## config.mk

```make
export PLATFORM = sky130hd
export DESIGN_NAME = decode_stage
export DESIGN_NICKNAME = d
export VERILOG_FILES = /design/src/design/decode_pkg.sv /design/src/design/prefix_decode.sv /design/src/design/imm_disp_split.sv /design/src/design/op_decode.sv /design/src/design/repeat_control.sv /design/src/design/decode_out_reg.sv /design/src/design/decode_stage.sv
export SDC_FILE = /design/constraint.sdc
export NUM_CORES = 1
export LEC_CHECK = 0
export BUFFER_PORTS_ARGS = -buffer_cell sky130_fd_sc_hd__buf_4
export CORE_MARGIN = 3
export CORE_UTILIZATION = 55
export CTS_BUF_LIST = sky130_fd_sc_hd__clkbuf_16
export DETAILED_ROUTE_END_ITERATION = 8
export PLACE_DENSITY = 0.82
export SYNTH_ARGS = -nofsm -noshare
export SYNTH_HDL_FRONTEND = slang
export SYNTH_HIERARCHICAL = 1
export SYNTH_SLANG_ARGS = --single-unit
```

## constraint.sdc

```tcl
create_clock -name clk -period 8.9 [get_ports clk]
set_input_delay 0.89 -clock clk [delete_from_list [all_inputs] [get_ports clk]]
set_output_delay 0.89 -clock clk [all_outputs]
set_load 0.01 [all_outputs]
```

## src/design/decode_pkg.sv

```systemverilog
// Types and byte constants for the second decode stage of the integer core
// Covers one-byte opcodes only and carries no microcode control fields
// Byte lengths of displacement and immediate above 4 are read as 4
package decode_pkg;

   typedef enum logic [3:0] {
      ALU_ADD,
      ALU_OR,
      ALU_AND,
      ALU_SUB,
      ALU_XOR,
      ALU_MOV,
      ALU_NOP,
      ALU_MOVS,
      ALU_ILLEGAL
   } alu_op_e;

   typedef enum logic [1:0] {OPND_NONE, OPND_REG, OPND_RM, OPND_IMM} opnd_e;
   typedef enum logic [1:0] {SZ_8, SZ_16, SZ_32} size_e;
   typedef enum logic [1:0] {STK_NONE, STK_PUSH, STK_POP} stack_op_e;

   // x86 segment register numbering
   typedef enum logic [2:0] {SEG_ES, SEG_CS, SEG_SS, SEG_DS, SEG_FS, SEG_GS} seg_e;

   // First prefix sits in prefix[23:16]
   typedef struct packed {
      logic [23:0] prefix;
      logic [1:0]  prefix_bytes;
      logic [7:0]  opcode;
      logic [7:0]  modrm;
      logic [7:0]  sib;
      logic [63:0] disp_n_imm;
      logic [2:0]  disp_bytes;
      logic [2:0]  imm_bytes;
   } s0_bundle_t;

   typedef struct packed {
      seg_e seg;
      logic seg_valid;
      logic rep;
      logic size_override;
   } prefix_info_t;

   typedef struct packed {
      alu_op_e     alu_op;
      opnd_e       op0;
      opnd_e       op1;
      size_e       size;
      logic [2:0]  op0_reg;
      logic [2:0]  op1_reg;
      logic [7:0]  modrm;
      logic [7:0]  sib;
      logic [31:0] imm;
      logic [31:0] disp;
      seg_e        seg;
      logic        seg_valid;
      stack_op_e   stack_op;
      logic        set_d_flag;
      logic        clear_d_flag;
   } decode_ctl_t;

   localparam logic [7:0] PFX_REP    = 8'hF3;
   localparam logic [7:0] PFX_OPSIZE = 8'h66;
   localparam logic [7:0] PFX_ES     = 8'h26;
   localparam logic [7:0] PFX_CS     = 8'h2E;
   localparam logic [7:0] PFX_SS     = 8'h36;
   localparam logic [7:0] PFX_DS     = 8'h3E;
   localparam logic [7:0] PFX_FS     = 8'h64;
   localparam logic [7:0] PFX_GS     = 8'h65;
   localparam logic [7:0] OPC_MOVS   = 8'hA5;

endpackage

```

## src/design/prefix_decode.sv

```systemverilog
// Decodes up to three prefix bytes, first prefix in the top byte
// Unknown prefix bytes are ignored, REPNE is not recognized
`timescale 1ns/1ps

module prefix_decode import decode_pkg::*; (
   input  logic [23:0]  prefix,
   input  logic [1:0]   prefix_bytes,
   output prefix_info_t info
);

   always_comb begin
      logic [7:0] pb;
      seg_e       seg;
      logic       hit;

      info = '0;
      for (int i = 0; i < 3; i++) begin
         pb  = prefix[23 - 8*i -: 8];
         seg = SEG_DS;
         hit = 1'b1;
         case (pb)
            PFX_ES:  seg = SEG_ES;
            PFX_CS:  seg = SEG_CS;
            PFX_SS:  seg = SEG_SS;
            PFX_DS:  seg = SEG_DS;
            PFX_FS:  seg = SEG_FS;
            PFX_GS:  seg = SEG_GS;
            default: hit = 1'b0;
         endcase
         if (i < prefix_bytes) begin
            // Later segment prefixes overwrite earlier ones
            if (hit) begin
               info.seg       = seg;
               info.seg_valid = 1'b1;
            end
            if (pb == PFX_REP) begin
               info.rep = 1'b1;
            end
            if (pb == PFX_OPSIZE) begin
               info.size_override = 1'b1;
            end
         end
      end
   end

endmodule

```

## src/design/imm_disp_split.sv

```systemverilog
// Splits the packed displacement and immediate bytes
// One-byte values are sign extended, longer ones zero extended, lengths above 4 read as 4
`timescale 1ns/1ps

module imm_disp_split (
   input  logic [63:0] disp_n_imm,
   input  logic [2:0]  disp_bytes,
   input  logic [2:0]  imm_bytes,
   output logic [31:0] disp,
   output logic [31:0] imm
);

   function automatic logic [31:0] extend(input logic [63:0] raw, input logic [2:0] n);
      logic [31:0] v;

      case (n)
         3'd0:    v = '0;
         3'd1:    v = {{24{raw[7]}}, raw[7:0]};
         3'd2:    v = {16'b0, raw[15:0]};
         3'd3:    v = {8'b0, raw[23:0]};
         default: v = raw[31:0];
      endcase
      return v;
   endfunction

   assign disp = extend(disp_n_imm, disp_bytes);

   // Immediate starts right after the displacement bytes
   assign imm = extend(disp_n_imm >> {disp_bytes, 3'b000}, imm_bytes);

endmodule

```

## src/design/op_decode.sv

```systemverilog
// Maps a one-byte opcode and ModRM to the stage-1 control word
// Covers the basic ALU groups, MOV, PUSH, POP, flag ops, NOP and MOVS only
`timescale 1ns/1ps

module op_decode import decode_pkg::*; (
   input  s0_bundle_t   bundle,
   input  prefix_info_t info,
   input  logic [31:0]  disp,
   input  logic [31:0]  imm,
   output decode_ctl_t  ctl,
   output logic         is_movs
);

   logic [7:0] opc;
   logic [2:0] reg_f;
   logic [2:0] rm_f;
   logic       alu_grp;
   size_e      wide;

   assign opc   = bundle.opcode;
   assign reg_f = bundle.modrm[5:3];
   assign rm_f  = bundle.modrm[2:0];
   assign wide  = info.size_override ? SZ_16 : SZ_32;

   // ADD, OR, AND, SUB, XOR in forms 0 to 5
   assign alu_grp = (opc[7:6] == 2'b00) && (opc[2:1] != 2'b11) &&
                    (opc[5:3] inside {3'd0, 3'd1, 3'd4, 3'd5, 3'd6});

   always_comb begin
      logic rm_form;

      rm_form      = 1'b0;
      is_movs      = 1'b0;
      ctl          = '0;
      ctl.alu_op   = ALU_ILLEGAL;
      ctl.op0      = OPND_NONE;
      ctl.op1      = OPND_NONE;
      ctl.size     = wide;
      ctl.stack_op = STK_NONE;
      ctl.modrm    = bundle.modrm;
      ctl.sib      = bundle.sib;
      ctl.imm      = imm;
      ctl.disp     = disp;
      ctl.seg      = info.seg;
      ctl.seg_valid = info.seg_valid;

      casez (opc)
         8'b1000_10??: begin
            ctl.alu_op = ALU_MOV;
            rm_form    = 1'b1;
         end
         8'b0101_0???, 8'b0101_1???: begin
            ctl.alu_op   = ALU_MOV;
            ctl.op0      = OPND_REG;
            ctl.op0_reg  = opc[2:0];
            ctl.stack_op = opc[3] ? STK_POP : STK_PUSH;
         end
         8'b1011_1???: begin
            ctl.alu_op  = ALU_MOV;
            ctl.op0     = OPND_REG;
            ctl.op0_reg = opc[2:0];
            ctl.op1     = OPND_IMM;
         end
         8'hFC: begin
            ctl.alu_op       = ALU_NOP;
            ctl.clear_d_flag = 1'b1;
         end
         8'hFD: begin
            ctl.alu_op     = ALU_NOP;
            ctl.set_d_flag = 1'b1;
         end
         8'h90: ctl.alu_op = ALU_NOP;
         OPC_MOVS: begin
            ctl.alu_op = ALU_MOVS;
            is_movs    = 1'b1;
         end
         default: begin
            if (alu_grp) begin
               case (opc[5:3])
                  3'd0:    ctl.alu_op = ALU_ADD;
                  3'd1:    ctl.alu_op = ALU_OR;
                  3'd4:    ctl.alu_op = ALU_AND;
                  3'd5:    ctl.alu_op = ALU_SUB;
                  default: ctl.alu_op = ALU_XOR;
               endcase
               if (opc[2:1] == 2'b10) begin
                  // Accumulator with immediate
                  ctl.size = opc[0] ? wide : SZ_8;
                  ctl.op0  = OPND_REG;
                  ctl.op1  = OPND_IMM;
               end else begin
                  rm_form = 1'b1;
               end
            end
         end
      endcase

      // Bit 1 set means the register is the destination
      if (rm_form) begin
         ctl.size = opc[0] ? wide : SZ_8;
         if (opc[1]) begin
            ctl.op0     = OPND_REG;
            ctl.op0_reg = reg_f;
            ctl.op1     = OPND_RM;
            ctl.op1_reg = rm_f;
         end else begin
            ctl.op0     = OPND_RM;
            ctl.op0_reg = rm_f;
            ctl.op1     = OPND_REG;
            ctl.op1_reg = reg_f;
         end
      end
   end

   always_comb begin
      a_dflag_excl: assert final (!(ctl.set_d_flag && ctl.clear_d_flag))
         else $error("set_d_flag and clear_d_flag both high");
   end

endmodule

```

## src/design/repeat_control.sv

```systemverilog
// REP MOVS sequencer, one issue per ECX count with a write-back of the new count
// Stage 0 is held until the last issue, ECX of zero retires with no issue
// Stage 0 must drop its instruction on flush
`timescale 1ns/1ps

module repeat_control (
   input  logic        clk,
   input  logic        rst_n,
   input  logic        flush,
   input  logic        s0_valid,
   input  logic        rep,
   input  logic        is_movs,
   input  logic [31:0] ecx,
   input  logic        out_ready,
   output logic        issue_valid,
   output logic        s0_ready,
   output logic        wb_valid,
   output logic [31:0] wb_data
);

   typedef enum logic {RPT_IDLE, RPT_RUN} rpt_state_e;

   rpt_state_e  state;
   logic [31:0] count;
   logic [31:0] cur;
   logic        rep_movs;
   logic        last;

   assign rep_movs = s0_valid && rep && is_movs;

   // Remaining count before this issue
   assign cur  = (state == RPT_RUN) ? count : ecx;
   assign last = (cur == 32'd1);

   always_comb begin
      issue_valid = 1'b0;
      s0_ready    = 1'b0;
      if (!flush) begin
         if (state == RPT_RUN || rep_movs) begin
            issue_valid = (cur != '0);
            s0_ready    = (cur == '0) || (out_ready && last);
         end else begin
            issue_valid = s0_valid;
            s0_ready    = out_ready;
         end
      end
   end

   assign wb_valid = issue_valid && out_ready && (state == RPT_RUN || rep_movs);
   assign wb_data  = cur - 32'd1;

   always_ff @(posedge clk or negedge rst_n) begin
      if (!rst_n) begin
         state <= RPT_IDLE;
         count <= '0;
      end else if (flush) begin
         state <= RPT_IDLE;
      end else if (wb_valid) begin
         count <= wb_data;
         state <= last ? RPT_IDLE : RPT_RUN;
      end
   end

   a_run_count: assert property (@(posedge clk) disable iff (!rst_n)
      state == RPT_RUN |-> count != '0)
      else $error("repeat running with zero count");

endmodule

```

## src/design/decode_out_reg.sv

```systemverilog
// One-entry stage-1 register with valid/ready handshake
// Flush empties the entry at the next edge and wins over a load
`timescale 1ns/1ps

module decode_out_reg import decode_pkg::*; #(
   parameter int IADDRW = 32
) (
   input  logic              clk,
   input  logic              rst_n,
   input  logic              flush,
   input  logic              in_valid,
   input  decode_ctl_t       in_ctl,
   input  logic [IADDRW-1:0] in_pc,
   output logic              out_ready,
   output logic              s1_valid,
   output decode_ctl_t       s1_ctl,
   output logic [IADDRW-1:0] s1_pc,
   input  logic              s1_ready
);

   assign out_ready = !s1_valid || s1_ready;

   always_ff @(posedge clk or negedge rst_n) begin
      if (!rst_n) begin
         s1_valid <= 1'b0;
      end else if (flush) begin
         s1_valid <= 1'b0;
      end else if (out_ready) begin
         s1_valid <= in_valid;
      end
   end

   always_ff @(posedge clk) begin
      if (in_valid && out_ready) begin
         s1_ctl <= in_ctl;
         s1_pc  <= in_pc;
      end
   end

   // Stalled item must not change or vanish
   a_s1_stable: assert property (@(posedge clk) disable iff (!rst_n)
      s1_valid && !s1_ready && !flush |=> s1_valid && $stable(s1_ctl) && $stable(s1_pc))
      else $error("stage-1 output changed while stalled");

endmodule

```

## src/design/decode_stage.sv

```systemverilog
// Second decode stage top level
// The PC passes beside the control word, one item is held at the stage-1 output
`timescale 1ns/1ps

module decode_stage import decode_pkg::*; #(
   parameter int IADDRW = 32
) (
   input  logic              clk,
   input  logic              rst_n,
   input  logic              flush,
   input  logic              s0_valid,
   output logic              s0_ready,
   input  s0_bundle_t        s0_bundle,
   input  logic [IADDRW-1:0] s0_pc,
   input  logic [31:0]       ecx,
   output logic              s1_valid,
   input  logic              s1_ready,
   output decode_ctl_t       s1_ctl,
   output logic [IADDRW-1:0] s1_pc,
   output logic              wb_valid,
   output logic [31:0]       wb_data
);

   prefix_info_t info;
   logic [31:0]  disp;
   logic [31:0]  imm;
   decode_ctl_t  ctl;
   logic         is_movs;
   logic         issue_valid;
   logic         out_ready;

   prefix_decode u_prefix (
      .prefix       (s0_bundle.prefix),
      .prefix_bytes (s0_bundle.prefix_bytes),
      .info         (info)
   );

   imm_disp_split u_split (
      .disp_n_imm (s0_bundle.disp_n_imm),
      .disp_bytes (s0_bundle.disp_bytes),
      .imm_bytes  (s0_bundle.imm_bytes),
      .disp       (disp),
      .imm        (imm)
   );

   op_decode u_op (
      .bundle  (s0_bundle),
      .info    (info),
      .disp    (disp),
      .imm     (imm),
      .ctl     (ctl),
      .is_movs (is_movs)
   );

   repeat_control u_rpt (
      .clk         (clk),
      .rst_n       (rst_n),
      .flush       (flush),
      .s0_valid    (s0_valid),
      .rep         (info.rep),
      .is_movs     (is_movs),
      .ecx         (ecx),
      .out_ready   (out_ready),
      .issue_valid (issue_valid),
      .s0_ready    (s0_ready),
      .wb_valid    (wb_valid),
      .wb_data     (wb_data)
   );

   decode_out_reg #(.IADDRW(IADDRW)) u_out (
      .clk       (clk),
      .rst_n     (rst_n),
      .flush     (flush),
      .in_valid  (issue_valid),
      .in_ctl    (ctl),
      .in_pc     (s0_pc),
      .out_ready (out_ready),
      .s1_valid  (s1_valid),
      .s1_ctl    (s1_ctl),
      .s1_pc     (s1_pc),
      .s1_ready  (s1_ready)
   );

endmodule

```

==> results.sh, run 1 <==
export IMPL_dr_total_vias=9628
export IMPL_drv_slew=0
export IMPL_drc_errors=0
export IMPL_rows=51
export IMPL_worstPathArrival_ps=4850
export IMPL_post_cts_buffers=0
export IMPL_area_growth_pct=23.3
export IMPL_grt_first_pass_wirelength_mm=50.0
export IMPL_die_y_um=149
export IMPL_final_common_cell="buf_4"
export IMPL_hp_class="in -> async"
export IMPL_synth_area_leader_cell="edfxtp_1"
export IMPL_routabilityCongestion=0.939
export IMPL_cp_data_required_time_ps=8010
export IMPL_final_nets=1501
export IMPL_drt_initial_drc_count=835
export IMPL_synth_area_leaders="edfxtp_1 (36%), dfrtp_1 (7.6%), mux2i_1 (6.3%), buf_4 (6.3%), nand2_1 (3.7%)"
export IMPL_post_place_ws_ps=3630
export IMPL_grt_max_degree=92
export IMPL_relSlewSlack_pct=23.8
export IMPL_syn_area_per_cell_um2=10.5
export IMPL_clock_sinks=170
export IMPL_synth_edf_count=136
export IMPL_period_needed_ps=5740
export IMPL_ant_nets=0
export IMPL_port_buffers=359
export IMPL_dp_final_hpwl_mm=24.5
export IMPL_die_w_um=149
export IMPL_yosysTopAreaCellShare_pct=36.4
export IMPL_clk_pin_slew_ps=70
export IMPL_cp_start_kind="register"
export IMPL_start_util_pct=56.8
export IMPL_synth_yosys_warnings=6
export IMPL_antenna_found_initial=0
export IMPL_synth_seq_cells=170
export IMPL_worst_slew_pin_slew_ps=1140
export IMPL_critPathMaxFanout=66
export IMPL_syn_num_nets=1265
export IMPL_status="complete, no violations"
export IMPL_cts_root_buffer="clkbuf_16"
export IMPL_rsz0062_at_grt="false"
export IMPL_totalWireLength_mm=33.1
export IMPL_io_pins=360
export IMPL_yosysSeqAreaShare_pct=43.9
export IMPL_synthCells=1074
export IMPL_fin_skew_ps=14.7
export IMPL_wl_per_cell_um=20.9
export IMPL_layout_common_cells="buf_4 (365), edfxtp_1 (136), nand2_1 (111)"
export IMPL_worstSetupEndpointType="primary output"
export IMPL_cts_tree="yes"
export IMPL_die_area_mm2=0.0222
export IMPL_ctsHoldBuffers=0
export IMPL_crit_type="reg -> out"
export IMPL_first_global_vias=9020
export IMPL_dr_pass1_iters=8
export IMPL_ir_worst_vdd_mv=0.140
export IMPL_core_mm2=0.0198
export IMPL_n_antenna_cell=0
export IMPL_fmax_mhz=174
export IMPL_dp_cells=1556
export IMPL_clock_path_buffers=2
export IMPL_finalSetupTns_ps=0
export IMPL_htreeDepth=4
export IMPL_post_cts_resized=0
export IMPL_design_area_mm2=0.0138
export IMPL_leakage_nw=5.66
export IMPL_vias_per_cell=6.06
export IMPL_cts_buffers=17
export IMPL_power_density_mw_per_mm2=145
export IMPL_ys_flop_type="edfxtp_1"
export IMPL_finalSetupViolCount=0
export IMPL_finalHoldViolations=0
export IMPL_final_setup_worst_slack_ps=3160
export IMPL_grt_overflow=0
export IMPL_clk_latency_ps=420
export IMPL_final_cells=1588
export IMPL_place_area_mm2=0.0133
export IMPL_synthDistinctLibCells=84
export IMPL_synthArstFlopShare_pct=20.0
export IMPL_max_cap_violations=0
export IMPL_fin_crit_sh_pct=64.5
export IMPL_drive_gt1_share_pct=34.8
export IMPL_syn_area_mm2=0.0112
export IMPL_grt_usage_pct=28.6
-- stage by stage --
step,power (mW),hold WS (ps),util [%]
CTS,2.02,411,70.0
global route,2.08,437,70.0
floorplan,1.14,467,-
finish,2.01,412,70.0
detailed placement,1.29,525,67.0
global placement,1.28,498,67.0
-- area by class of cell --
type | count | area (um2)
tap | 265 | 332
fill | 1564 | 5940
inverter | 16 | 60.1
clock inverter | 15 | 160
sequential | 170 | 4940
clock buffer | 17 | 425
timing repair buffer | 365 | 2740
multi-input combinational | 740 | 5190
-- worst max-delay path, stage by stage, from the launching register on --
cell	delay (ps)
dfrtp_4	890
buf_4	510
nor4b_1	470
o22ai_1	240
or4_1	710
o21ai_2	750
inv_2	540
buf_4	300
-- flip-flops by register name, indices dropped and copies added, names as in the netlist --
| register | count |
|---|---|
| u_out/s1_ctl | 104 |
| u_out/s1_pc | 32 |
| u_rpt/count | 32 |
| u_out/s1_valid | 1 |
| u_rpt/state | 1 |
-- metal layers --
layer	global-route usage, %	up-vias	part of all wire (%)
met5	0	-	0
met4	9.38	0	3.2
met3	8.20	68	9.6
met2	46.7	514	49
met1	36.9	4597	38
li1	-	4449	-
-- synthesized netlist by cell type, drive strengths merged, types with 17 or more instances --
| cell type | count |
|---|---|
| a21oi | 37 |
| buf | 133 |
| dfrtp | 34 |
| edfxtp | 136 |
| mux2 | 23 |
| mux2i | 71 |
| nand2 | 111 |
| nand3 | 21 |
| nor2 | 52 |
| nor3 | 44 |
| nor3b | 20 |
| nor4 | 17 |
| o21ai | 51 |
| o22ai | 37 |
| xnor2 | 21 |
-- where the power goes --
| part | total [mW] | leakage [nW] | internal [mW] | switching (mW) |
|---|---|---|---|---|
| logic | 0.362 | 3.63 | 0.172 | 0.190 |
| registers | 0.911 | 1.74 | 0.901 | 0.0102 |
| clock network | 0.738 | 0.284 | 0.399 | 0.339 |
-- kinds of logic (layout without fill, tap and decap cells) --
family          Yosys count  count (layout)  share of synthesized area [%]
fa+ha+maj                 2               2                          0.223
flops                   170             170                           43.9
simple gates            353             353                           16.8
compound gates          245             245                           15.2
xor+xnor                 32              32                           2.50
mux                     108             108                           11.4
buf+inv                 164             413                           9.87
-- path summary, 6_finish.rpt --
path	startpoint	to	slack, ps	depth (start not counted)
worst max-delay path	u_rpt/state	wb_valid	3160	7
worst min-delay path	rst_n	u_rpt/count[10]	410	1
worst max register to register	u_rpt/state	u_out/s1_pc[1]	4090	8
worst min register to register	u_rpt/count[1]	u_rpt/count[1]	550	2
max in group asynchronous	rst_n	u_rpt/state	8110	1
min in group clk	u_rpt/count[1]	u_rpt/count[1]	550	2
(Power assumes the default switching activity.)
==> run 2: changes to the inputs <==
--- a/config.mk
+++ b/config.mk
@@ -7,10 +7,10 @@
 export LEC_CHECK = 0
 export BUFFER_PORTS_ARGS = -buffer_cell sky130_fd_sc_hd__buf_4
 export CORE_MARGIN = 3
-export CORE_UTILIZATION = 55
+export CORE_UTILIZATION = 47
 export CTS_BUF_LIST = sky130_fd_sc_hd__clkbuf_16
 export DETAILED_ROUTE_END_ITERATION = 8
-export PLACE_DENSITY = 0.82
+export PLACE_DENSITY = 0.75
 export SYNTH_ARGS = -nofsm -noshare
 export SYNTH_HDL_FRONTEND = slang
 export SYNTH_HIERARCHICAL = 1
==> constraint.sdc (replaced) <==
create_clock -name clk -period 4.8 [get_ports clk]
set_input_delay 0.48 -clock clk [delete_from_list [all_inputs] [get_ports clk]]
set_output_delay 0.48 -clock clk [all_outputs]
set_load 0.01 [all_outputs]
==> results.sh, run 2 (synthesized netlist as in run 1, its figures left out) <==
export IMPL_status="finished, violations left"
export IMPL_violations="negative hold slack"
export IMPL_relSlewSlack_pct=25.6
export IMPL_reg_top3="u_out/s1_ctl: 104 flops, u_out/s1_pc: 32 flops, u_rpt/count: 32 flops"
export IMPL_regMostFlops="u_out/s1_ctl"
export IMPL_worstSetupEndpointType="primary output"
export IMPL_rrSetupSlack_ps=890
export IMPL_post_cts_resized=0
export IMPL_power_density_mw_per_mm2=270
export IMPL_finalSetupViolCount=0
export IMPL_core_mm2=0.0231
export IMPL_die_y_um=161
export IMPL_max_cap_violations=0
export IMPL_antenna_found_initial=0
export IMPL_finalHoldViolations=5
export IMPL_fin_crit_sh_pct=87.9
export IMPL_cp_data_required_time_ps=4320
export IMPL_cts_root_buffer="clkbuf_16"
export IMPL_cp_start_kind="register"
export IMPL_n_antenna_cell=0
export IMPL_clk_pin_slew_ps=80
export IMPL_post_route_util_pct=60.8
export IMPL_post_cts_buffers=0
export IMPL_crit_type="reg -> out"
export IMPL_clock_sinks=170
export IMPL_design_area_mm2=0.0140
export IMPL_r2r_start="u_rpt/state"
export IMPL_critPathMaxFanout=70
export IMPL_port_buffers=359
export IMPL_ctsHoldBuffers=0
export IMPL_routabilityCongestion=0.939
export IMPL_crit_slowest_cell="dfrtp_4"
export IMPL_htreeDepth=4
export IMPL_fin_skew_ps=21.1
export IMPL_rows=55
export IMPL_drt_initial_drc_count=760
export IMPL_layout_common_cells="buf_4 (368), edfxtp_1 (136), nand2_1 (111)"
export IMPL_dp_final_hpwl_mm=25.0
export IMPL_grt_overflow=0
export IMPL_critPathBufInv=3
export IMPL_path_cells="buf_4 > nor3b_2 > o22ai_1 > or4_4 > o21ai_2 > inv_2 > buf_4"
export IMPL_clock_path_buffers=2
export IMPL_start_util_pct=48.7
export IMPL_grt_first_pass_wirelength_mm=52.1
export IMPL_crit_top_cell="buf_4"
export IMPL_finalSetupTns_ps=0
export IMPL_ant_nets=0
export IMPL_grt_usage_pct=25.2
export IMPL_area_growth_pct=24.9
export IMPL_wl_per_cell_um=20.5
export IMPL_fmax_mhz=237
export IMPL_clk_latency_ps=430
export IMPL_dr_pass1_iters=5
export IMPL_holdWs_ps=-6.09
export IMPL_max_stage_delay_ps=940
export IMPL_rr_worst_depth=7
export IMPL_final_nets=1507
export IMPL_cts_tree="yes"
export IMPL_cp_top_family="simple AND/OR/NAND/NOR gates"
export IMPL_die_area_mm2=0.0258
export IMPL_io_pins=360
export IMPL_dr_total_vias=9511
export IMPL_leakage_nw=5.72
export IMPL_die_w_um=161
export IMPL_drv_slew=0
export IMPL_hp_class="in -> async"
export IMPL_cp_depth=7
export IMPL_final_setup_worst_slack_ps=580
export IMPL_first_global_vias=9202
export IMPL_drc_errors=0
export IMPL_final_common_cell="buf_4"
export IMPL_ir_worst_vdd_mv=0.228
export IMPL_worstPathArrival_ps=3740
export IMPL_cts_buffers=17
export IMPL_totalWireLength_mm=33.6
export IMPL_vias_per_cell=5.79
export IMPL_grt_max_degree=74
export IMPL_rsz0062_at_grt="false"
export IMPL_setup_worst_path_start="u_rpt/state"
export IMPL_largest_register_ffs=104
export IMPL_post_place_ws_ps=939
export IMPL_period_needed_ps=4220
export IMPL_worst_slew_pin_slew_ps=1110
export IMPL_place_area_mm2=0.0134
export IMPL_drive_gt1_share_pct=35.1
## run 2: cell count changes in the layout (fill, tap and decap cells not counted), sizes merged
| cell | delta |
|---|---|
| clkinv | +6 |
| buf | +6 |
| inv | -3 |
| clkinvlp | -3 |
## run 2: routing by layer
metal | vias up | track usage [%] | share of wire (%) | routed length, um
li1 | 4473 | - | - | -
met1 | 4540 | 33.7 | 40 | 13600
met4 | 0 | 8.21 | 2.9 | 958
met2 | 442 | 40.1 | 48 | 16100
met5 | - | 0 | 0 | 0
met3 | 56 | 6.65 | 9.0 | 3010
## run 2: worst paths after layout
path | endpoint
max in group asynchronous | u_rpt/state
min in group clk | u_out/s1_pc[9]
setup / recovery | wb_valid
hold / removal | u_rpt/count[5]
hold reg to reg | u_rpt/count[1]
setup reg to reg | u_out/s1_ctl[72]
## run 2: cell type report
type	instances	area [um2]
Clock buffer	17	425
Clock inverter	15	198
Fill cell	1924	9030
Inverter	16	60.1
Multi-Input combinational cell	740	5190
Sequential cell	170	4940
Tap cell	313	392
Timing Repair Buffer	371	2820
## run 2: through the flow
step,cells,power [mW],hold WS [ps]
global route,1642,3.95,18.9
global placement,1610,2.38,471
floorplan,1074,2.11,184
finish,1642,3.78,-6.09
detailed placement,1610,2.39,476
CTS,1642,3.82,8.23
## run 2: report_power, final
group	switching [mW]	internal (mW)
registers	0.0201	1.67
clock network	0.670	0.755
logic	0.347	0.323
total	1.04	2.75
